### config.mk
export PLATFORM = sky130hd
export DESIGN_NAME = route_selector
export DESIGN_NICKNAME = d
export VERILOG_FILES = /design/src/noc_route_pkg.sv /design/src/route_selector.sv
export VERILOG_INCLUDE_DIRS = /design/src
export SDC_FILE = /design/constraint.sdc
export NUM_CORES = 1
export LEC_CHECK = 0
export ABC_AREA = 1
export BUFFER_PORTS_ARGS = -buffer_cell sky130_fd_sc_hd__buf_2
export CAP_MARGIN = 5
export CORE_UTILIZATION = 41
export CTS_BUF_LIST = sky130_fd_sc_hd__clkbuf_8 sky130_fd_sc_hd__clkbuf_16
export CTS_CLUSTER_DIAMETER = 50
export DETAILED_ROUTE_END_ITERATION = 16
export PLACE_DENSITY = 0.82
export SYNTH_ARGS = -nofsm -noshare
export SYNTH_HDL_FRONTEND = slang
export SYNTH_SLANG_ARGS = --single-unit
### constraint.sdc
create_clock -name clk -period 1.6 [get_ports clk]
set_input_delay 0.16 -clock clk [delete_from_list [all_inputs] [get_ports clk]]
set_output_delay 0.16 -clock clk [all_outputs]
set_load 0.02 [all_outputs]
### src/noc_route_consts.svh
`ifndef NOC_ROUTE_CONSTS_SVH
`define NOC_ROUTE_CONSTS_SVH

// Router location coordinates.
`define NOC_ID_X_WIDTH 3
`define NOC_ID_Y_WIDTH 3

// Data word carried by every flit.
`define NOC_PAYLOAD_WIDTH 32

// Virtual channels on the input port.
`define NOC_VCS 2

// Entries in each channel buffer.
`define NOC_FIFO_DEPTH 4

// X plus, X minus, Y plus, Y minus and local.
`define NOC_PORTS 5

`endif

### src/noc_route_pkg.sv
package noc_route_pkg;

  `include "noc_route_consts.svh"

  // Dimension order used for this packet.
  typedef enum logic [0:0] {
    XY = 1'b0,
    YX = 1'b1
  } noc_routing_mode_e;

  // Header view of the data word in a head flit.
  typedef struct packed {
    noc_routing_mode_e                mode;
    logic [`NOC_ID_X_WIDTH-1:0]       dest_x;
    logic [`NOC_ID_Y_WIDTH-1:0]       dest_y;
    logic [`NOC_ID_X_WIDTH-1:0]       src_x;
    logic [`NOC_ID_Y_WIDTH-1:0]       src_y;
    logic [`NOC_PAYLOAD_WIDTH - 1 - 2 * `NOC_ID_X_WIDTH
           - 2 * `NOC_ID_Y_WIDTH - 1:0] reserved;
  } noc_header_t;

  // Head flits read the word as a header, body and tail flits as raw data.
  typedef union packed {
    noc_header_t                      header;
    logic [`NOC_PAYLOAD_WIDTH-1:0]    payload;
  } noc_flit_data_u;

  // Single-flit packets set both head and tail.
  typedef struct packed {
    logic           head;
    logic           tail;
    noc_flit_data_u data;
  } noc_flit_t;

  // One-hot direction.
  // Bit 0 X plus, 1 X minus, 2 Y plus, 3 Y minus, 4 local; zero is no route.
  typedef logic [`NOC_PORTS-1:0] noc_route_t;

endpackage

### src/route_selector.sv
`include "noc_route_consts.svh"
`timescale 1ns/100ps

module route_selector
  import noc_route_pkg::*;
#(
  parameter logic [`NOC_PORTS-1:0] AVAILABLE_PORTS = 5'b11111
)(
  input  logic                        clk,
  input  logic                        rst_n,
  input  logic [`NOC_ID_X_WIDTH-1:0]  my_x,
  input  logic [`NOC_ID_Y_WIDTH-1:0]  my_y,
  input  logic [`NOC_VCS-1:0]         buf_valid,
  input  noc_flit_t                   buf_flit [`NOC_VCS],
  output logic [`NOC_VCS-1:0]         buf_ready,
  output logic [`NOC_VCS-1:0]         port_request [`NOC_PORTS],
  input  logic [`NOC_VCS-1:0]         port_grant [`NOC_PORTS],
  input  logic [`NOC_PORTS-1:0]       out_ready
);

  function automatic noc_route_t select_route(
    input noc_header_t                hdr,
    input logic [`NOC_ID_X_WIDTH-1:0] x,
    input logic [`NOC_ID_Y_WIDTH-1:0] y
  );
    logic [1:0] x_hit;
    logic [1:0] y_hit;
    noc_route_t route;

    x_hit[0] = (hdr.dest_x > x) && AVAILABLE_PORTS[0];
    x_hit[1] = (hdr.dest_x < x) && AVAILABLE_PORTS[1];
    y_hit[0] = (hdr.dest_y > y) && AVAILABLE_PORTS[2];
    y_hit[1] = (hdr.dest_y < y) && AVAILABLE_PORTS[3];
    route    = '0;

    // Plus and minus never hit together, so each pair is already one-hot.
    if (hdr.mode == XY) begin
      if (|x_hit) begin
        route[1:0] = x_hit;
      end else if (|y_hit) begin
        route[3:2] = y_hit;
      end else begin
        route[4] = 1'b1;
      end
    end else begin
      if (|y_hit) begin
        route[3:2] = y_hit;
      end else if (|x_hit) begin
        route[1:0] = x_hit;
      end else begin
        route[4] = 1'b1;
      end
    end
    return route;
  endfunction

  noc_route_t route_of [`NOC_VCS];

  for (genvar v = 0; v < `NOC_VCS; v++) begin : g_channel
    noc_flit_t  flit;
    logic       head_valid;
    logic       flit_done;
    noc_route_t route_next;
    noc_route_t route_held;

    assign flit       = buf_flit[v];
    assign head_valid = buf_valid[v] && flit.head;
    assign flit_done  = buf_valid[v] && buf_ready[v];
    assign route_next = select_route(flit.data.header, my_x, my_y);

    // Head flit routes directly, the rest of the packet uses the latch.
    assign route_of[v] = head_valid ? route_next : route_held;

    always_ff @(posedge clk or negedge rst_n) begin
      if (!rst_n) begin
        route_held <= '0;
      end else if (flit_done && flit.tail) begin
        route_held <= '0;
      end else if (flit_done && flit.head) begin
        route_held <= route_next;
      end
    end
  end

  always_comb begin
    for (int v = 0; v < `NOC_VCS; v++) begin
      buf_ready[v] = 1'b0;
      for (int p = 0; p < `NOC_PORTS; p++) begin
        port_request[p][v] = route_of[v][p] && buf_valid[v];
        if (route_of[v][p] && port_grant[p][v] && out_ready[p]) begin
          buf_ready[v] = 1'b1;
        end
      end
    end
  end

endmodule

After elaboration in Yosys (flattened, before gate mapping)

Cells that the tools add are included.

Input port bits: 93
Output and inout port bits: 12
Bits in latches: 0
Memory bits (read-only): 0
Memories: 0
Word-level logic and storage cells: 86
Register bits after elaboration: 10
Bits in writable memories: 0

Equal/unequal tests: 0
$lt $le $gt $ge: 8
Div/mod/pow operators: 0
Shifts and indexed selects: 0
Add/sub/neg operators: 0
Mux-type cells: 32
Reductions and logical operators: 44
Multiply operators: 0
Bitwise gates (word level): 0

Operator list:

| operator                      | number |
|---|---|
| two-way mux 5 bit             | 8 |
| logical AND 1 bit             | 38 |
| two-way mux 1 bit             | 16 |
| greater-than comparator 3 bit | 4 |
| less-than comparator 3 bit    | 4 |
| two-way mux 2 bit             | 6 |
| OR reduction 2 bit            | 4 |
| two-way mux 3 bit             | 2 |
| nonzero test 2 bit            | 2 |

Depth between registers and ports, before layout

Gate-level depths: netlist of the first run.

Depth after elaboration: 17
Gate-level depth with buffers: 17

Worst setup path after synthesis of the first run

OpenSTA, ideal clock, no wires.

Path type: input to register
Start point: input my_x[2]
End point: register g_channel[1].route_held[0]
Setup time: 117 ps
Required time: 1483 ps
Arrival: 1448 ps
Cell stages on the path: 14
Slack: 35 ps
Path through: inv_1 ha_1 nand2_1 nand2_1 nor2_1 nor2_1 nand3_1 nand2_1 nand2_1 nand2_1 nor2_2 nand2_4 nand4_1 nand2_1

Longest elaborated chain between the ends: 16
Elaborated cells on any way between the ends: 31

Ends and longest elaborated chain:

| what                                                                               | RTL line                                   | source |
|---|---|---|
| from (decl)                                                                        | route_selector.sv:11                       | `` input logic [`NOC_ID_X_WIDTH-1:0] my_x, `` |
| greater-than comparator 3 bit / less-than comparator 3 bit (equally long branches) | route_selector.sv:30, route_selector.sv:31 |  |
| OR reduction 2 bit                                                                 | route_selector.sv:38, route_selector.sv:48 |  |
| two-way mux 2 bit                                                                  | route_selector.sv:38, route_selector.sv:48 |  |
| two-way mux 2 bit                                                                  | route_selector.sv:46                       | `if (\|y_hit) begin` |
| two-way mux 5 bit *                                                                | route_selector.sv:37                       | `if (hdr.mode == XY) begin` |
| two-way mux 5 bit *                                                                | route_selector.sv:72                       | `assign route_of[v] = head_valid ? route_next : route_held;` |
| logical AND 1 bit (2 in a row)                                                     | route_selector.sv:90                       | `if (route_of[v][p] && port_grant[p][v] && out_ready[p]) begin` |
| two-way mux 1 bit (4 in a row)                                                     | route_selector.sv:90                       |  |
| two-way mux 1 bit *                                                                | route_selector.sv:90                       |  |
| via buf_ready[1]                                                                   | route_selector.sv:15                       | `` output logic [`NOC_VCS-1:0] buf_ready, `` |
| logical AND 1 bit *                                                                | route_selector.sv:68                       | `assign flit_done = buf_valid[v] && buf_ready[v];` |
| logical AND 1 bit (on tied branches)                                               | route_selector.sv:77, route_selector.sv:79 |  |
| two-way mux 5 bit / nonzero test 2 bit (equally long branches)                     | --                                         |  |
| to (signal assigned)                                                               | route_selector.sv:80                       | `route_held <= route_next;` |
| to (decl)                                                                          | route_selector.sv:64                       | `noc_route_t route_held;` |

Mark *: on every way through the listed nets, which the timed path passes. The rest lies on a longest branch. The select of a mux whose other input is x is not followed.
A chain may end at the register's enable or synchronous reset.

Worst setup path in the final report of the first run

Start point: input my_x[2]
End point: output buf_ready[1]

Longest elaborated chain between the ends: 13
Elaborated cells on any way between the ends: 25

Ends and longest elaborated chain:

| what                                                                               | RTL line |
|---|---|
| greater-than comparator 3 bit / less-than comparator 3 bit (equally long branches) | route_selector.sv:30, route_selector.sv:31 |
| OR reduction 2 bit                                                                 | route_selector.sv:38, route_selector.sv:48 |
| two-way mux 2 bit                                                                  | route_selector.sv:38, route_selector.sv:48 |
| two-way mux 2 bit                                                                  | route_selector.sv:46 |
| two-way mux 5 bit *                                                                | route_selector.sv:37 |
| two-way mux 5 bit *                                                                | route_selector.sv:72 |
| logical AND 1 bit (2 in a row)                                                     | route_selector.sv:90 |
| two-way mux 1 bit (4 in a row)                                                     | route_selector.sv:90 |
| two-way mux 1 bit *                                                                | route_selector.sv:90 |
| to (decl)                                                                          | route_selector.sv:15 |

Mark *: on every way between the ends. The rest lies on a longest branch, timed or not.

==> results of run 1 <==
## Yosys cell counts
| master | n | share of area [%] |
|---|---|---|
| a21oi_1 | 11 | 3.9 |
| a21oi_2 | 4 | 2.5 |
| and2_1 | 2 | 0.89 |
| and3_4 | 1 | 0.80 |
| buf_4 | 1 | 0.54 |
| dfrtp_1 | 10 | 18 |
| ha_1 | 12 | 11 |
| inv_1 | 38 | 10 |
| inv_2 | 10 | 2.7 |
| nand2_1 | 68 | 18 |
| nand2_2 | 17 | 7.6 |
| nand2_4 | 5 | 4.0 |
| nand3_1 | 8 | 2.9 |
| nand3_2 | 6 | 4.3 |
| nand3b_1 | 1 | 0.54 |
| nand4_1 | 11 | 4.9 |
| nor2_1 | 11 | 2.9 |
| nor2_2 | 3 | 1.3 |
| nor2_4 | 1 | 0.80 |
| nor3_1 | 2 | 0.71 |
| o22ai_2 | 1 | 0.89 |
| or2_1 | 1 | 0.45 |
| or2_2 | 1 | 0.45 |
## logic make-up after synthesis
group	after synthesis
flops	10
fa+ha+maj	12
buf+inv	49
compound gates	16
simple gates	138
## cell type report
type	count	area (µm²)
multi-input cells	166	1250
repair buffers	74	508
clock buffers	4	55.1
inverters	48	200
flip-flops and latches	10	250
well taps	44	55.1
fillers	246	830
## metrics by stage
step | utilization, % | instances | area [µm²] | power [mW] | setup TNS [ns]
floorplan | - | 225 | 1400 | 0.805 | 0
global placement | 55.8 | 327 | 1760 | 0.986 | -1.48
detailed placement | 55.8 | 327 | 1760 | 0.997 | -1.64
CTS | 66.3 | 341 | 2090 | 1.45 | -0.125
global route | 73.7 | 346 | 2320 | 1.72 | -1.06
finish | 73.7 | 346 | 2320 | 1.62 | -0.181
## repair_timing
action                     CTS  global route
hold endpoints to repair    10             0
setup endpoints to repair    3            22
resized for setup           40            50
pin swaps                   24            46
gates cloned                 0             0
setup buffers                9             6
hold buffers                 1             0
## how the worst max path moves through the flow
stage / start / to / slack (ns)
final: my_x[2] / buf_ready[1] / -0.09
after global routing: buf_flit[29] / buf_ready[1] / -0.15
after CTS: my_y[2] / buf_ready[0] / -0.05
after floorplan: my_x[2] / g_channel[1].route_held[0] / 0.04
after detailed placement: my_y[2] / buf_ready[1] / -0.19
after global placement: my_y[2] / buf_ready[1] / -0.17
## worst min-delay path, delay by kind of cell
| family | cells | cell delay [ns] |
|---|---|---|
| AND/OR/NAND/NOR | 2 | 0.14 |
| buffers and inverters | 2 | 0.17 |
## routing by layer
layer	share of wire (%)	GRT usage (%)	routed length, µm	vias to the layer above
met5	0	0	0	-
met4	2.6	6.49	121	0
met3	5.3	2.35	248	15
met2	52	43.5	2470	82
met1	40	28.3	1870	792
li1	-	-	-	851
## report_power, final
part / total (mW) / switching [mW] / internal, mW
registers: 0.367 / 0.0485 / 0.318
logic: 0.922 / 0.521 / 0.401
clock network: 0.332 / 0.114 / 0.218
==> metrics.txt, run 1 <==
total grt overflow=0; largest net degree at the start of global routing=11; Tcrit/Tclk final=106%; Slew @ Worst Pin=around 0.49 ns; Slew headroom=about 67%; placer congestion estimate=0.957; area growth from synthesis to layout=65.7%; Setup Skew=between 0.0015 and 0.002 ns; minimum hold slack=roughly 0.26 ns; Num CTS Buffers=3; failing checks=setup timing; clk buf depth=2; WP depth=16; Simple-Gate Fraction of Synth Area=between 50% and 60%; fin nets=approximately 410; drt pass-1 iters=4; Core Rows=20; Core ar.=0.00315 mm²; commonest non-fill, non-tap cell in the layout=nand2_1; fin crit period=approximately 1.7 ns; pins over their slew limit=0; Critical Path RT=about 1.4 ns; clk root buf=clkbuf_8; family with the most delay on the worst path=simple AND/OR/NAND/NOR gates; sequential fraction of the synthesis area=roughly 18%; Remaining DRCs=0; IO Count=roughly 110; detailed placement HPWL=roughly 2800 µm; Clock Latency Late Sink=0.24 ns; biggest regs=g_channel.route_held x10; Setup crit end kind=primary output; clk slew on worst S/H paths=roughly 0.050 ns; max cap viols=0; vias in the first global route=around 1500; maximum vdd drop=about 0.45 mV; Mean Syn Cell Area=between 6 and 7 µm²; crit start category=input pin; initial antenna violation count=0; net count after synthesis=330; combinational family with the most area after synthesis=simple AND/OR/NAND/NOR gates; Cells after Synth=225; mux cell area share after synthesis=0%; final setup vio count=4; Fin. Hold Viols=0; worst path bufs/invs=5; Hold Path Stages=4; ANT nets after route=0; Starting Density=44.5%; Crit path arrival time=1.53 ns; first-pass GRT wire length=roughly 6300 µm; most used cell, CP=nand2_2; P_leak=roughly 1.3 nW; pre-CTS setup slack=-0.193 ns; port bufs=54; RSZ-0062 raised after global routing=true; total wire length=~4700 µm; die area=around 0.0037 mm²; Peak Freq=between 500 and 600 MHz; reg2reg start=g_channel[1].route_held[4]; r2r setup slk=0.17 ns; Crit-path slowest cell=ha_4; total track usage=23.3%; hold worst-path end=g_channel[0].route_held[4]; # H-tree levels=1; adder-cell share of the synthesized area=between 10% and 20%; distinct cell type count after synthesis=23; cells along the critical path=buf_8 -> inv_6 -> ha_4 -> nand2_2 -> nand2_2 -> inv_2 -> nand2_2 -> nand2_4 -> inv_2 -> nand2_2 -> nand2_2 -> nand3_2 -> nand2_2 -> nor2_4 -> nand2_4 -> buf_6; Mapped Area=~0.0014 mm²; routed length per instance=between 10 and 15 µm; slowest stage delay, CP=approximately 0.2 ns; critical path class=in -> out; Crit Path Max Fanout=4; layout cell share with drive strength beyond 1=57.0%; status=finished with violations; hold_sp=buf_flit[66]; FF+latch count, synth=10; RR Endpoint=g_channel[1].route_held[1]; Post-Synth XOR/XNOR Area=0%; Synth Area in Compound Gates=under 10%; pwr dens=~700 mW/mm²; yosys warns=0; Setup WS post-layout=-0.0918 ns; CTS tree=done; die span in y=60.5 µm; clk sink count=10; Iter 0 DRT Violations=56; max FFs per register=10; Antenna diodes=0; Via density=5.03; cells on worst reg2reg path=8; commonest cells after routing, fill and taps aside=48 x nand2_1, 41 x buf_2, 32 x inv_1, 31 x nand2_2, 20 x buf_4; Hold Crit Class=in -> reg; routed via count=~1700; die width=roughly 60 µm; Biggest register=g_channel.route_held
Power figures use the tool's default switching activity.
==> run 2, diff against run 1 <==
Settings changed: SLEW_MARGIN set to 15.
Clock period 1.6 ns to 1.83 ns, I/O delays scaled along.
==> run 2 against run 1 <==
Combinational power is 30% lower. First-iteration DRC count is 88% higher. Count of clock-buffer cells in the layout stayed put. Critical path depth is 2 lower. Register-to-register slack better by 0.28 ns. Cell area is 15% lower. Clock skew is 0.0021 ns higher. Worst hold slack better by 0.038 ns. Via count is 8.0% lower. The flow now finishes without violations. Clock power is 17% lower. Critical endpoint is now buf_ready[0]. Highest routed layer unchanged.
==> metrics.txt, run 2 (synthesized netlist as in run 1, its figures left out) <==
status=finished clean; largest net degree at the start of global routing=13; port bufs=54; Starting Density=44.5%; commonest cells after routing, fill and taps aside=62 x nand2_1, 52 x buf_2, 34 x inv_1, 22 x nand2_2, 13 x inv_2; IO Count=105; routed via count=between 1500 and 2000; biggest regs=g_channel.route_held x10; Setup Skew=0.00370 ns; Iter 0 DRT Violations=105; cells along the critical path=buf_2 -> inv_2 -> ha_1 -> a21oi_2 -> nand2_2 -> nand2_2 -> nand2_4 -> nand3_2 -> nand2_1 -> nand2_1 -> nand2_1 -> nor2_4 -> nand2_4 -> buf_6; die area=between 0.003 and 0.004 mm²; drt pass-1 iters=4; pre-CTS setup slack=-0.0668 ns; detailed placement HPWL=2690 µm; first-pass GRT wire length=between 5000 and 6000 µm; crit start category=input pin; Core Rows=20; vias in the first global route=1331; Fin. Hold Viols=0; r2r setup slk=between 0.4 and 0.5 ns; Slew headroom=approximately two thirds; die width=between 60 and 70 µm; clk sink count=10; layout cell share with drive strength beyond 1=between 40% and 50%; initial antenna violation count=0; die span in y=60.5 µm; reg2reg start=g_channel[0].route_held[4]; maximum vdd drop=between 0.2 and 0.3 mV; Remaining DRCs=0; Peak Freq=564 MHz; RSZ-0062 raised after global routing=true; max FFs per register=10; Clock Latency Late Sink=roughly 0.24 ns; cells on worst reg2reg path=8; fin nets=roughly 400; max cap viols=0; slowest stage delay, CP=0.33 ns; Setup WS post-layout=between 0.05 and 0.06 ns; fin crit period=1.77 ns; Via density=~4.8; Core ar.=approximately 0.0032 mm²; minimum hold slack=roughly 0.30 ns; Biggest register=g_channel.route_held; Crit Path Max Fanout=4; Setup crit end kind=primary output; area growth from synthesis to layout=41.6%; Hold Path Stages=4; Crit-path slowest cell=ha_1; final core utilization=roughly 63%; total grt overflow=0; total track usage=approximately a fifth; Num CTS Buffers=3; Hold Crit Class=in -> reg; Critical Path RT=approximately 1.7 ns; hold_sp=buf_flit[66]; routed length per instance=around 11 µm; placer congestion estimate=just over 0.9; hold worst-path end=g_channel[0].route_held[1]; total wire length=3550 µm; Antenna diodes=0; ANT nets after route=0; Tcrit/Tclk final=between 90% and 100%; critical path class=in -> out; pins over their slew limit=0; commonest non-fill, non-tap cell in the layout=nand2_1; Slew @ Worst Pin=0.498 ns; final total power=1.23 mW; pwr dens=between 600 and 700 mW/mm²; final setup vio count=0; # H-tree levels=1; Crit path arrival time=1.59 ns; clk buf depth=2; CTS tree=done; clk root buf=clkbuf_8; clk slew on worst S/H paths=around 0.05 ns; most used cell, CP=nand2_1; RR Endpoint=g_channel[0].route_held[4]; P_leak=approximately 1.2 nW
-- run 2: cell count changes in the layout (fill, tap and decap cells not counted), sizes merged --
cell / delta
buf: -9
-- run 2: critical path, delay by kind of cell --
| kind | cells | cell delay, ns |
|---|---|---|
| AO/OA/AOI/OAI | 1 | 0.14 |
| adder cells (fa/ha/maj) | 1 | 0.33 |
| buffers and inverters | 3 | 0.26 |
| AND/OR/NAND/NOR | 9 | 0.68 |
-- run 2: worst max-delay path by stage --
| stage | start | end | slack, ns | depth (start not counted) |
|---|---|---|---|---|
| finish | my_y[2] | buf_ready[0] | 0.06 | 14 |
| global placement | my_x[2] | buf_ready[1] | -0.04 | 16 |
| floorplan | my_x[2] | g_channel[1].route_held[0] | 0.24 | 14 |
| CTS | my_y[2] | buf_ready[0] | -0.004 | 14 |
| detailed placement | my_y[2] | buf_ready[1] | -0.07 | 14 |
| global route | my_x[2] | buf_ready[1] | -0.05 | 14 |
-- run 2: report_power, final --
| part | leakage, nW | switching, mW | internal, mW |
|---|---|---|---|
| logic | 1.07 | 0.376 | 0.269 |
| registers | 0.136 | 0.0306 | 0.278 |
| clock network | 0.0288 | 0.0876 | 0.189 |
| total | 1.24 | 0.494 | 0.736 |
-- run 2: cell type report --
class,instances,area (µm²)
timing repair buffer,65,364
multi-input combinational,166,1080
fill,298,1170
tap,44,55.1
inverter,48,183
clock buffer,4,55.1
sequential,10,250
-- run 2: routing by layer --
layer	part of all wire (%)	global-route usage, %
met1	43	23.7
met2	50	34.4
met3	5.1	1.49
met4	1.8	8.44
met5	0	0
-- run 2: stage by stage --
step | setup TNS, ns | instance area, µm² | cells
finish | 0 | 1990 | 337
global placement | -0.0417 | 1750 | 326
detailed placement | -0.0742 | 1750 | 326
floorplan | 0 | 1400 | 225
CTS | -0.00692 | 1850 | 331
global route | -0.0736 | 1990 | 337
-- run 2: repair_timing --
action	4_1_cts	5_1_grt
setup buffers	0	6
pin swaps	0	10
endpoints found under the hold margin	10	0
hold buffers	1	0
endpoints found under the setup margin	2	4
resized for setup	6	20
