### src/noc_route_consts.svh
`ifndef NOC_ROUTE_CONSTS_SVH
`define NOC_ROUTE_CONSTS_SVH

// Router location coordinates.
`define NOC_ID_X_WIDTH 3
`define NOC_ID_Y_WIDTH 3

// Data word carried by every flit.
`define NOC_PAYLOAD_WIDTH 32

// Virtual channels on the input port.
`define NOC_VCS 2

// Entries in each channel buffer.
`define NOC_FIFO_DEPTH 4

// X plus, X minus, Y plus, Y minus and local.
`define NOC_PORTS 5

`endif

### src/noc_route_pkg.sv
package noc_route_pkg;

  `include "noc_route_consts.svh"

  // Dimension order used for this packet.
  typedef enum logic [0:0] {
    XY = 1'b0,
    YX = 1'b1
  } noc_routing_mode_e;

  // Header view of the data word in a head flit.
  typedef struct packed {
    noc_routing_mode_e                mode;
    logic [`NOC_ID_X_WIDTH-1:0]       dest_x;
    logic [`NOC_ID_Y_WIDTH-1:0]       dest_y;
    logic [`NOC_ID_X_WIDTH-1:0]       src_x;
    logic [`NOC_ID_Y_WIDTH-1:0]       src_y;
    logic [`NOC_PAYLOAD_WIDTH - 1 - 2 * `NOC_ID_X_WIDTH
           - 2 * `NOC_ID_Y_WIDTH - 1:0] reserved;
  } noc_header_t;

  // Head flits read the word as a header, body and tail flits as raw data.
  typedef union packed {
    noc_header_t                      header;
    logic [`NOC_PAYLOAD_WIDTH-1:0]    payload;
  } noc_flit_data_u;

  // Single-flit packets set both head and tail.
  typedef struct packed {
    logic           head;
    logic           tail;
    noc_flit_data_u data;
  } noc_flit_t;

  // One-hot direction.
  // Bit 0 X plus, 1 X minus, 2 Y plus, 3 Y minus, 4 local; zero is no route.
  typedef logic [`NOC_PORTS-1:0] noc_route_t;

endpackage

### src/flit_input_buffer.sv
`include "noc_route_consts.svh"
`timescale 1ns/100ps

module flit_input_buffer
  import noc_route_pkg::*;
(
  input  logic      clk,
  input  logic      rst_n,
  input  logic      in_valid,
  output logic      in_ready,
  input  noc_flit_t in_flit,
  output logic      out_valid,
  input  logic      out_ready,
  output noc_flit_t out_flit
);

  localparam int DEPTH  = `NOC_FIFO_DEPTH;
  localparam int AW     = (DEPTH > 1) ? $clog2(DEPTH) : 1;
  localparam int CW     = $clog2(DEPTH + 1);

  noc_flit_t        mem [DEPTH];
  logic [AW-1:0]    wr_ptr;
  logic [AW-1:0]    rd_ptr;
  logic [CW-1:0]    count;
  logic             push;
  logic             pop;
  logic             full;

  assign full      = (count == CW'(DEPTH));
  assign out_valid = (count != '0);
  assign out_flit  = mem[rd_ptr];

  assign pop  = out_valid && out_ready;
  // A pop in the same cycle frees room for the push.
  assign in_ready = !full || pop;
  assign push = in_valid && in_ready;

  always_ff @(posedge clk) begin
    if (push) begin
      mem[wr_ptr] <= in_flit;
    end
  end

  always_ff @(posedge clk or negedge rst_n) begin
    if (!rst_n) begin
      wr_ptr <= '0;
      rd_ptr <= '0;
      count  <= '0;
    end else begin
      if (push) begin
        wr_ptr <= (wr_ptr == AW'(DEPTH - 1)) ? '0 : wr_ptr + 1'b1;
      end
      if (pop) begin
        rd_ptr <= (rd_ptr == AW'(DEPTH - 1)) ? '0 : rd_ptr + 1'b1;
      end
      case ({push, pop})
        2'b10:   count <= count + 1'b1;
        2'b01:   count <= count - 1'b1;
        default: count <= count;
      endcase
    end
  end

endmodule

### config.mk
export PLATFORM = sky130hd
export DESIGN_NAME = flit_input_buffer
export DESIGN_NICKNAME = d
export VERILOG_FILES = /design/src/noc_route_pkg.sv /design/src/flit_input_buffer.sv
export VERILOG_INCLUDE_DIRS = /design/src
export SDC_FILE = /design/constraint.sdc
export NUM_CORES = 1
export LEC_CHECK = 0
export BUFFER_PORTS_ARGS = -buffer_cell sky130_fd_sc_hd__buf_2
export CORE_MARGIN = 4
export CORE_UTILIZATION = 57
export CTS_CLUSTER_SIZE = 20
export DETAILED_ROUTE_END_ITERATION = 6
export PLACE_DENSITY = 0.79
export REMOVE_ABC_BUFFERS = 1
export SYNTH_ARGS = -nofsm -noshare
export SYNTH_HDL_FRONTEND = slang
export SYNTH_SLANG_ARGS = --single-unit
export TNS_END_PERCENT = 30
### constraint.sdc
create_clock -name clk -period 2.4 [get_ports clk]
set_input_delay 0.12 -clock clk [delete_from_list [all_inputs] [get_ports clk]]
set_output_delay 0.12 -clock clk [all_outputs]
set_load 0.02 [all_outputs]
-- After elaboration in Yosys (flattened, before gate mapping)
Memories as Yosys holds them, arrays and structs flattened.
Cells that the tools add are included.
Widths: inputs -> output; s select.
- bits in latches: 0
- input port bits: 38
- memory bits (read-only): 0
- output and inout bits: 36
- logic and storage cells: 24
- RAM bits: 136
- register bits after elaboration: 7
- memories: 1
- memories (memory ; words ; width ; rd ports ; clocked after Yosys merged registers in ; wr ports ; RTL line ; RTL):
    mem ; 4 ; 34 ; 1 ; 0 ; 1 ; flit_input_buffer.sv:21 ; noc_flit_t mem [DEPTH];
- add/subtract/negate cells: 4
- bitwise operators: 0
- order comparisons: 0
- reductions and logical operators: 6
- multipliers: 0
- divide/modulo/power cells: 0
- muxes and demuxes: 5
- equal/unequal tests: 5
- shift operators: 0
- operators with widths (operator ; number):
    $eq 2x2->1 const B ; 3
    $pmux 3 s2 ; 1
    $add 2x1->2 const B ; 2
    $mux 2 ; 2
    $add 3x1->3 const B ; 1
    $eq 3x3->1 const B ; 1
    $reduce_bool 3->1 ; 1
    $sub 3x1->3 const B ; 1
    $eq 2x1->1 const B ; 1
    $logic_and 1x1->1 ; 2
    $mux 1 ; 2
    $reduce_bool 2->1 ; 1
    $logic_not 1->1 ; 1
    $logic_or 1x1->1 ; 1

-- Depth between registers and ports, before layout
Gate-level depths: netlist (run 1).
- depth after elaboration: 6
- depth in mapped cells: 7
- mapped depth without buffers: 7

-- Worst setup path before layout (run 1)
No wires, ideal clock.
- kind: register to register
- start point: register count[0]
- end point: register count[1]
- period minus slack after synthesis: 2117 ps
- stages on the path, launching flop included: 8
- setup time: 87 ps
- data arrival time: 2030 ps
- setup slack: 283 ps
- path buffers: 0
- data required time: 2313 ps
- path through: dfrtp_1 -> or3_1 -> nand2_1 -> or2_2 -> fa_1 -> o21ba_2 -> o211ai_1 -> a22oi_1
- longest elaborated chain between the ends: 6
- elaborated cells between the ends (all ways): 12
- classes of those cells: 2 x add/sub; 3 x eq/ne; 1 x mux; 6 x reduce/logical
- ends and longest elaborated chain (element ; RTL line ; RTL):
    from (decl) ; flit_input_buffer.sv:24 ; logic [CW-1:0] count;
    from (signal assigned) ; flit_input_buffer.sv:57 ; 2'b10: count <= count + 1'b1;
    from (signal assigned) ; flit_input_buffer.sv:58 ; 2'b01: count <= count - 1'b1;
    from (signal assigned) ; flit_input_buffer.sv:59 ; default: count <= count;
    $reduce_bool 3->1 (*) ; flit_input_buffer.sv:30 ; assign out_valid = (count != '0);
    net out_valid ; flit_input_buffer.sv:12 ; output logic out_valid,
    $logic_and 1x1->1 (*) ; flit_input_buffer.sv:33 ; assign pop = out_valid && out_ready;
    $logic_or 1x1->1 ; flit_input_buffer.sv:35 ; assign in_ready = !full || pop;
    $logic_and 1x1->1 ; flit_input_buffer.sv:36 ; assign push = in_valid && in_ready;
    $eq 2x1->1 / $eq 2x2->1 (equally long branches) ; flit_input_buffer.sv:56 ; case ({push, pop})
    $pmux 3 s2 / $reduce_bool 2->1 (equally long branches) ; -- ;
The timed path passes the listed nets; every way through them passes the cells marked *.
A chain may end at the register's enable or synchronous reset.

==> flow_summary.json, run 1 <==
{
  "status": "finished, final reports clean",
  "grt_pass1_vias": 2869,
  "rsz0062_at_grt": "no",
  "clkSinkCount": 143,
  "cts_buffers": 17,
  "track_usage": 0.205,
  "grt_max_degree": 35,
  "diodes": 0,
  "area_growth_pct": 27.1,
  "cp-start-kind": "register",
  "root_buffer": "clkbuf_8",
  "wl_per_cell_um": 20.8,
  "drcViolationCount": 0,
  "vias": 2700,
  "dp_hpwl_mm": 5.59,
  "drv_slew": 0,
  "vias_per_cell": 5.43,
  "tritoncts": "yes",
  "rr_worst_depth": 7,
  "multi_input_area_um2": 1100,
  "r2r_start": "count[0]$_DFFE_PN0P_",
  "cts_buffer_depth": 2,
  "tightest_slew_ns": 0.903,
  "crit_path_cell_trace": "buf_12 -> mux4_2 -> buf_2",
  "power-per-cell-area_nw_per_um2": 1270,
  "fin_skew_ns": 0.0106,
  "ys_types": 32,
  "required_ns": 2.28,
  "antenna_found_initial": 0,
  "initial_core_util": 0.587,
  "layout_commonest_cell": "edfxtp_1",
  "yosysWarnings": 0,
  "drive_above_1_share": 0.410,
  "grt_pass1_wl_mm": 16.4,
  "final.period_utilization": 0.953,
  "synth-seq-cells": 143,
  "relSlewSlack": 0.398,
  "drv_cap": 0,
  "dr.pass1.iters": 4,
  "portBuffers": 73,
  "core_um2": 9240,
  "peakVddDrop_mv": 0.766,
  "utilization": 0.746,
  "grt-ovfl-total": 0,
  "leakagePower_nw": 2.44,
  "period_minus_slack_ns": 2.29,
  "layout_common_cells": "edfxtp_1 (136), buf_2 (73), dlygate4sd3_1 (37), mux4_2 (34), clkbuf_16 (16)",
  "netlist_instances": 234,
  "final.setup.tns_ns": 0,
  "die_w_um": 106,
  "final_nets": 399,
  "ff_latch_area_um2": 4260,
  "yosysSeqAreaShare": 0.785,
  "dieArea_um2": 11100,
  "fillers": 502,
  "holdPathEnd": "count[2]$_DFFE_PN0P_",
  "cts.clk_slew.worst_paths_ns": 0.06,
  "max_freq_mhz": 437,
  "io_pins": 74,
  "drt_wl_total_mm": 10.3,
  "holdPathStages": 3,
  "synth_area_um2": 5430,
  "crit_start": "rd_ptr[0]$_DFFE_PN0N_",
  "crit_path_max_fanout": 27,
  "endpoint_kind": "primary output",
  "avgSynthCellArea_um2": 23.2,
  "critPathKind": "register to primary output",
  "htree_levels": 4,
  "slowest_stage": "mux4_2",
  "insertion_delay_ns": 0.53,
  "setup_violations": 0,
  "r2r_slack_ns": 0.28,
  "finalHoldViolCount": 0,
  "critPathMaxStageDelay_ns": 0.59,
  "min_path_type": "primary input to register",
  "post_cts_buffers": 0,
  "drt_iter0_markers": 152,
  "min-delay-start": "out_ready",
  "crit_arrival_ns": 2.17,
  "final_antenna_net_count": 0,
  "rows": 35,
  "gp_congestion": 0.712,
  "die_h_um": 106,
  "r2r_end": "count[1]$_DFFE_PN0P_",
  "hold_slack_ns": 0.0485
}
==> cell type report <==
cell class / instances / area share
clock buffers: 22 / 0.0642
clock inverters: 10 / 0.0201
inverters: 4 / 0.00218
multi-input cells: 76 / 0.160
flip-flops and latches: 143 / 0.618
well taps: 129 / 0.0234
repair buffers: 113 / 0.112
==> worst max-delay path, delay by kind of cell, from the launching register on <==
family / cells / cell delay [ns]
flops: 1 / 0.56
mux: 1 / 0.59
buf+inv: 2 / 0.47
==> state kept, by name, summed over array words and instances (netlist names) <==
signal and count:
wr_ptr 2, mem 136, rd_ptr 2, count 3
==> timing repair <==
item | 4_1_cts | 5_1_grt
gates resized for setup | 1 | 0
hold buffers | 37 | 0
endpoints found under the setup margin | 1 | 0
hold endpoints to repair | 145 | 0
==> layer usage <==
metal / vias to the layer above / GRT usage / part of all wire
li1: 1223 / - / -
met1: 1350 / 0.269 / 0.41
met2: 112 / 0.324 / 0.51
met3: 15 / 0.0643 / 0.065
met4: 0 / 0.0833 / 0.015
met5: - / 0 / 0
==> Yosys cell counts <==
cell type	count	area, µm²
edfxtp_1	136	4080
mux4_2	34	766
dfrtp_1	7	175
and3_1	5	31.3
buf_2	5	25.0
ha_1	5	62.6
nor2_1	5	18.8
inv_1	4	15.0
clkbuf_1	3	11.3
nand3_1	3	15.0
buf_4	2	15.0
mux2_2	2	22.5
nand2_1	2	7.51
o21ai_2	2	17.5
xor2_1	2	17.5
a22oi_1	1	7.51
a311o_1	1	10.0
and2_4	1	8.76
buf_1	1	3.75
fa_1	1	20.0
nand2b_1	1	6.26
nand3b_1	1	7.51
nand4bb_1	1	11.3
o211ai_1	1	7.51
o21ai_0	1	5.00
o21ba_2	1	10.0
o22a_1	1	8.76
o22ai_1	1	6.26
o32ai_1	1	8.76
or2_2	1	6.26
or3_1	1	6.26
or4b_1	1	10.0
==> power by group <==
| part | total [mW] | switching [mW] | internal, mW |
|---|---|---|---|
| Clock | 2.56 | 0.951 | 1.61 |
| Sequential | 3.55 | 0.250 | 3.30 |
| Combinational | 2.63 | 1.49 | 1.14 |
==> worst max path at each step <==
| stage | to | cells after the start |
|---|---|---|
| 2_1_floorplan | out_flit[0] | 1 |
| 3_3_place_gp | count[1]$_DFFE_PN0P_ | 7 |
| 3_5_place_dp | count[1]$_DFFE_PN0P_ | 7 |
| 4_1_cts | out_flit[23] | 3 |
| 5_1_grt | out_flit[23] | 3 |
| 6_report | out_flit[23] | 3 |
==> cell families after synthesis <==
family	synth area share
multiplexers	0.145
XOR/XNOR	0.00323
flip-flops	0.785
adder cells (fa/ha/maj)	0.0152
AND/OR/NAND/NOR	0.0237
AO/OA/AOI/OAI	0.0150
buffers and inverters	0.0129
==> metrics by stage <==
step           worst slack, ns  std cells  power, mW  area [µm²]
6_report                 0.114        497       8.74        6900
5_1_grt               0.000619        497       9.15        6900
4_1_cts                 0.0541        497       8.83        6900
3_5_place_dp             0.286        428       6.18        5940
3_3_place_gp             0.366        428       6.11        5940
2_1_floorplan           0.0599        223       5.31        5370
No activity file was read; power rests on OpenSTA's default activity.
==> inputs of run 2 (changes only) <==
Settings changed: CORE_ASPECT_RATIO set to 0.6.
==> run 2 against run 1 <==
  * Hold slack gained 0.024 ns
  * Critical path depth unchanged
  * Wire length rose by 1.7%
  * Combinational power is essentially flat
  * Via count up 3.8%
  * Clock-buffer cell count down 4
  * Non-clock buffer count decreased by 2
  * Global-route usage down 0.33 points
  * Utilization is 0.11 points higher
  * Cell count fell by 0.40%
  * Critical path type unchanged
  * Critical endpoint is now out_flit[1]
  * Largest cell class unchanged
==> flow_summary.json, run 2 (synthesis results as in run 1) <==
{
  "crit_path_max_fanout": 12,
  "fillers": 508,
  "setup_violations": 0,
  "peakVddDrop_mv": 0.740,
  "cts.clk_slew.worst_paths_ns": 0.06,
  "post_dp_cell_area_um2": 5940,
  "cts-hold-fix-buffers": 35,
  "dp_hpwl_mm": 5.91,
  "drive_above_1_share": 0.416,
  "core_um2": 9220,
  "wl_per_cell_um": 21.2,
  "leakagePower_nw": 2.44,
  "switching_share": 0.307,
  "area_growth_pct": 27.0,
  "fin_skew_ns": 0.00371,
  "htree_levels": 4,
  "final_cells": 495,
  "vias_per_cell": 5.66,
  "pwr-share-clk": 0.300,
  "track_usage": 0.202,
  "clkSinkCount": 143,
  "grt-ovfl-total": 0,
  "place_ws_ns": 0.280,
  "endpoint_kind": "primary output",
  "cp-start-kind": "register",
  "min_path_type": "primary input to asynchronous set/reset pin",
  "post_cts_buffers": 0,
  "gp_congestion": 0.784,
  "drt_wl_total_mm": 10.5,
  "portBuffers": 73,
  "drt_iter0_markers": 232,
  "sequentialPowerShare": 0.405,
  "dieArea_um2": 11200,
  "insertion_delay_ns": 0.41,
  "rsz0062_at_grt": "no",
  "required_ns": 2.28,
  "final.setup.tns_ns": 0,
  "hold_slack_ns": 0.0727,
  "final.period_utilization": 0.928,
  "post_cts_resize_count": 0,
  "status": "finished, final reports clean",
  "layout_common_cells": "edfxtp_1 (136), buf_2 (73), dlygate4sd3_1 (35), mux4_2 (34), clkbuf_16 (17)",
  "initial_core_util": 0.589,
  "setup_ws_ns": 0.173,
  "io_pins": 74,
  "cts_buffer_depth": 2,
  "grt_pass1_wl_mm": 16.5,
  "finalHoldViolCount": 0,
  "r2r_slack_ns": 0.24,
  "critPathKind": "register to primary output",
  "grt_pass1_vias": 2948,
  "power.switching_mw": 2.73,
  "tightest_slew_ns": 0.911,
  "final_cell_area_um2": 6890,
  "regMostFlops": "mem",
  "final_antenna_net_count": 0,
  "root_buffer": "clkbuf_16",
  "dp.cells": 429,
  "rows": 27,
  "p_int_mw": 6.15,
  "reg.largest.list": "mem x136, count x3",
  "die_h_um": 83.6,
  "tritoncts": "yes",
  "layout_commonest_cell": "edfxtp_1",
  "grt_max_degree": 35,
  "final_nets": 397,
  "vias": 2803,
  "max_freq_mhz": 449,
  "antenna_found_initial": 0,
  "dr.pass1.iters": 4,
  "multi_input_area_um2": 1100,
  "pwr-share-comb": 0.295,
  "power-per-cell-area_nw_per_um2": 1290,
  "die_w_um": 134,
  "diodes": 0,
  "drcViolationCount": 0,
  "largest_reg_flops": 136,
  "ff_latch_area_um2": 4260,
  "period_minus_slack_ns": 2.23,
  "drv_cap": 0,
  "crit_arrival_ns": 2.11,
  "drv_slew": 0,
  "relSlewSlack": 0.393,
  "cts_buffers": 17
}
==> run 2: layout make-up <==
cell class                 instances  share of cell area
clock buffer                      18              0.0623
clock inverter                    13              0.0249
inverter                           4             0.00218
multi-input combinational         76               0.160
sequential                       143               0.618
tap                              130              0.0236
timing repair buffer             111               0.109
==> run 2: power by group through the flow <==
| stage | sequential, mW | clock [mW] | combinational, mW |
|---|---|---|---|
| 6_report | 3.60 | 2.67 | 2.62 |
| 5_1_grt | 3.66 | 2.81 | 2.80 |
| 4_1_cts | 3.61 | 2.71 | 2.63 |
| 3_5_place_dp | 3.65 | 0 | 2.55 |
| 3_3_place_gp | 3.62 | 0 | 2.51 |
| 2_1_floorplan | 3.64 | 0 | 1.67 |
==> run 2: per-layer routing <==
layer,global-route usage,wire (µm),up-vias
met1,0.275,4440,1440
met3,0.0554,749,15
met2,0.308,5140,124
li1,-,-,1224
met4,0.0924,191,0
met5,0,0,-
==> run 2: per-stage QoR <==
stage / util / power (mW)
after CTS: 0.748 / 8.95
after detailed placement: 0.644 / 6.21
after floorplan: - / 5.31
after global routing: 0.748 / 9.27
after global placement: 0.644 / 6.13
final: 0.748 / 8.88
==> run 2: final timing paths <==
check / startpoint / end / depth (start not counted)
worst max-delay path: rd_ptr[0]$_DFFE_PN0N_ / out_flit[1] / 3
worst min-delay path: rst_n / count[1]$_DFFE_PN0P_ / 2
worst max register to register: count[0]$_DFFE_PN0P_ / count[1]$_DFFE_PN0P_ / 7
worst min register to register: wr_ptr[0]$_DFFE_PN0P_ / wr_ptr[0]$_DFFE_PN0P_ / 3
max in group asynchronous: rst_n / rd_ptr[0]$_DFFE_PN0N_ / 2
min in group clk: in_valid / wr_ptr[0]$_DFFE_PN0P_ / 3
==> run 2: critical path, stage by stage (launching register included) <==
cell and delay, ns:
dfrtp_2 0.63, buf_4 0.32, mux4_2 0.55, buf_2 0.18
==> inputs of run 3 (changes only) <==
Settings changed: CORE_MARGIN 4 to 2, HOLD_SLACK_MARGIN set to 0.08.
==> run 3 against run 2 <==
  * Clock-buffer cell count increased by 4
  * Power down 2.3%
  * Sequential cell count unchanged
  * Combinational power fell by 2%
==> flow_summary.json, run 3 (synthesis results as in run 1) <==
{
  "portBuffers": 73,
  "required_ns": 2.72,
  "critPathKind": "register to register",
  "root_buffer": "clkbuf_16",
  "power-per-cell-area_nw_per_um2": 1260,
  "core_um2": 9220,
  "leakagePower_nw": 2.43,
  "dp_hpwl_mm": 5.44,
  "crit_start": "count[0]$_DFFE_PN0P_",
  "grt_max_degree": 37,
  "drv_cap": 0,
  "period_minus_slack_ns": 2.20,
  "regMostFlops": "mem",
  "drt_iter0_markers": 175,
  "slowest_stage": "dfrtp_1",
  "layout_commonest_cell": "edfxtp_1",
  "power_mw": 8.68,
  "min_path_type": "primary input to register",
  "dieArea_um2": 10300,
  "r2r_slack_ns": 0.20,
  "final.period_utilization": 0.917,
  "vias_per_cell": 5.46,
  "insertion_delay_ns": 0.41,
  "finalHoldViolCount": 0,
  "rows": 27,
  "track_usage": 0.206,
  "crit_arrival_ns": 2.52,
  "rsz0062_at_grt": "no",
  "dr.pass1.iters": 4,
  "htree_levels": 4,
  "status": "finished, final reports clean",
  "tritoncts": "yes",
  "cts_buffers": 17,
  "ff_latch_area_um2": 4260,
  "fillers": 528,
  "setup_ws_ns": 0.198,
  "clkSinkCount": 143,
  "place_ws_ns": 0.259,
  "final.setup.tns_ns": 0,
  "relSlewSlack": 0.397,
  "die_h_um": 79.6,
  "crit_path_max_fanout": 7,
  "largest_reg_flops": 136,
  "max_freq_mhz": 454,
  "vias": 2708,
  "holdPathStages": 3,
  "fin_skew_ns": 0.00754,
  "wl_per_cell_um": 19.5,
  "die_w_um": 130,
  "grt_pass1_vias": 2791,
  "hold_slack_ns": 0.125,
  "critPathMaxStageDelay_ns": 0.45,
  "drv_slew": 0,
  "crit_path_cell_trace": "or3_1 -> nand2_1 -> or2_2 -> fa_1 -> o21ba_2 -> o211ai_1 -> a22oi_1",
  "io_pins": 74,
  "diodes": 0,
  "r2r_end": "count[1]$_DFFE_PN0P_",
  "antenna_found_initial": 0,
  "initial_core_util": 0.589,
  "min-delay-start": "in_valid",
  "cts.clk_slew.worst_paths_ns": 0.06,
  "drcViolationCount": 0,
  "area_growth_pct": 26.6,
  "multi_input_area_um2": 1100,
  "setup_violations": 0,
  "gp_congestion": 0.700,
  "drt_wl_total_mm": 9.67,
  "grt_pass1_wl_mm": 14.7,
  "cts_buffer_depth": 2,
  "endpoint_kind": "register",
  "grt-ovfl-total": 0,
  "tightest_slew_ns": 0.905,
  "rr_worst_depth": 7,
  "final_nets": 397,
  "peakVddDrop_mv": 0.712,
  "cp-start-kind": "register",
  "reg.largest.list": "mem x136, count x3",
  "r2r_start": "count[0]$_DFFE_PN0P_",
  "drive_above_1_share": 0.415,
  "final_antenna_net_count": 0,
  "layout_common_cells": "edfxtp_1 (136), buf_2 (73), dlygate4sd3_1 (36), mux4_2 (34), clkbuf_16 (17)",
  "holdPathEnd": "wr_ptr[1]$_DFFE_PN0P_"
}
==> run 3: cell count changes in the layout (fill, tap and decap cells not counted), sizes merged <==
cell,previous run,this run
dlygate4sd3,35,36
buf,76,75
clkinv,6,5
clkbuf,18,22
bufinv,4,2
==> run 3: worst max-delay path by stage <==
stage	end	cells past startpoint
after floorplan	out_flit[0]	1
after global placement	mem[0][4]$_DFFE_PP_	2
after detailed placement	count[1]$_DFFE_PN0P_	7
after CTS	out_flit[8]	2
after global routing	count[1]$_DFFE_PN0P_	7
final	count[1]$_DFFE_PN0P_	7
==> run 3: through the flow <==
step | util | cell area (µm²) | cells
3_5_place_dp | 0.642 | 5920 | 428
2_1_floorplan | - | 5370 | 223
6_report | 0.745 | 6870 | 496
5_1_grt | 0.745 | 6870 | 496
4_1_cts | 0.745 | 6870 | 496
3_3_place_gp | 0.642 | 5920 | 428
==> run 3: report_power, final <==
| part | switching (mW) | total [mW] | internal, mW | leakage (nW) |
|---|---|---|---|---|
| Clock | 0.939 | 2.54 | 1.60 | 0.282 |
| Combinational | 1.45 | 2.57 | 1.12 | 0.822 |
| Sequential | 0.283 | 3.57 | 3.29 | 1.33 |
==> run 3: layout make-up <==
| class | instances | share of cell area |
|---|---|---|
| Tap cell | 130 | 0.0237 |
| Clock inverter | 10 | 0.0162 |
| Timing Repair Buffer | 111 | 0.108 |
| Inverter | 4 | 0.00219 |
| Clock buffer | 22 | 0.0690 |
| Multi-Input combinational cell | 76 | 0.161 |
| Sequential cell | 143 | 0.620 |
==> run 3: critical path: cells and delay by family (launching register included) <==
| kind | cells | cell delay [ns] |
|---|---|---|
| adders and majority gates | 1 | 0.45 |
| DFF | 1 | 0.45 |
| and+or+nand+nor | 3 | 0.66 |
| AOI/OAI and AO/OA | 3 | 0.56 |
==> run 3: metal layers <==
layer / vias to the layer above / track usage / part of all wire
met4: 0 / 0.0785 / 0.017
met3: 15 / 0.0771 / 0.050
met5: - / 0 / 0
met2: 94 / 0.332 / 0.50
li1: 1222 / - / -
met1: 1377 / 0.258 / 0.43
==> run 3: what timing repair did <==
action / in CTS / in global routing
setup buffers: 0 / 0
resized for setup: 0 / 0
hold endpoints to repair: 143 / 0
hold buffers: 36 / 0
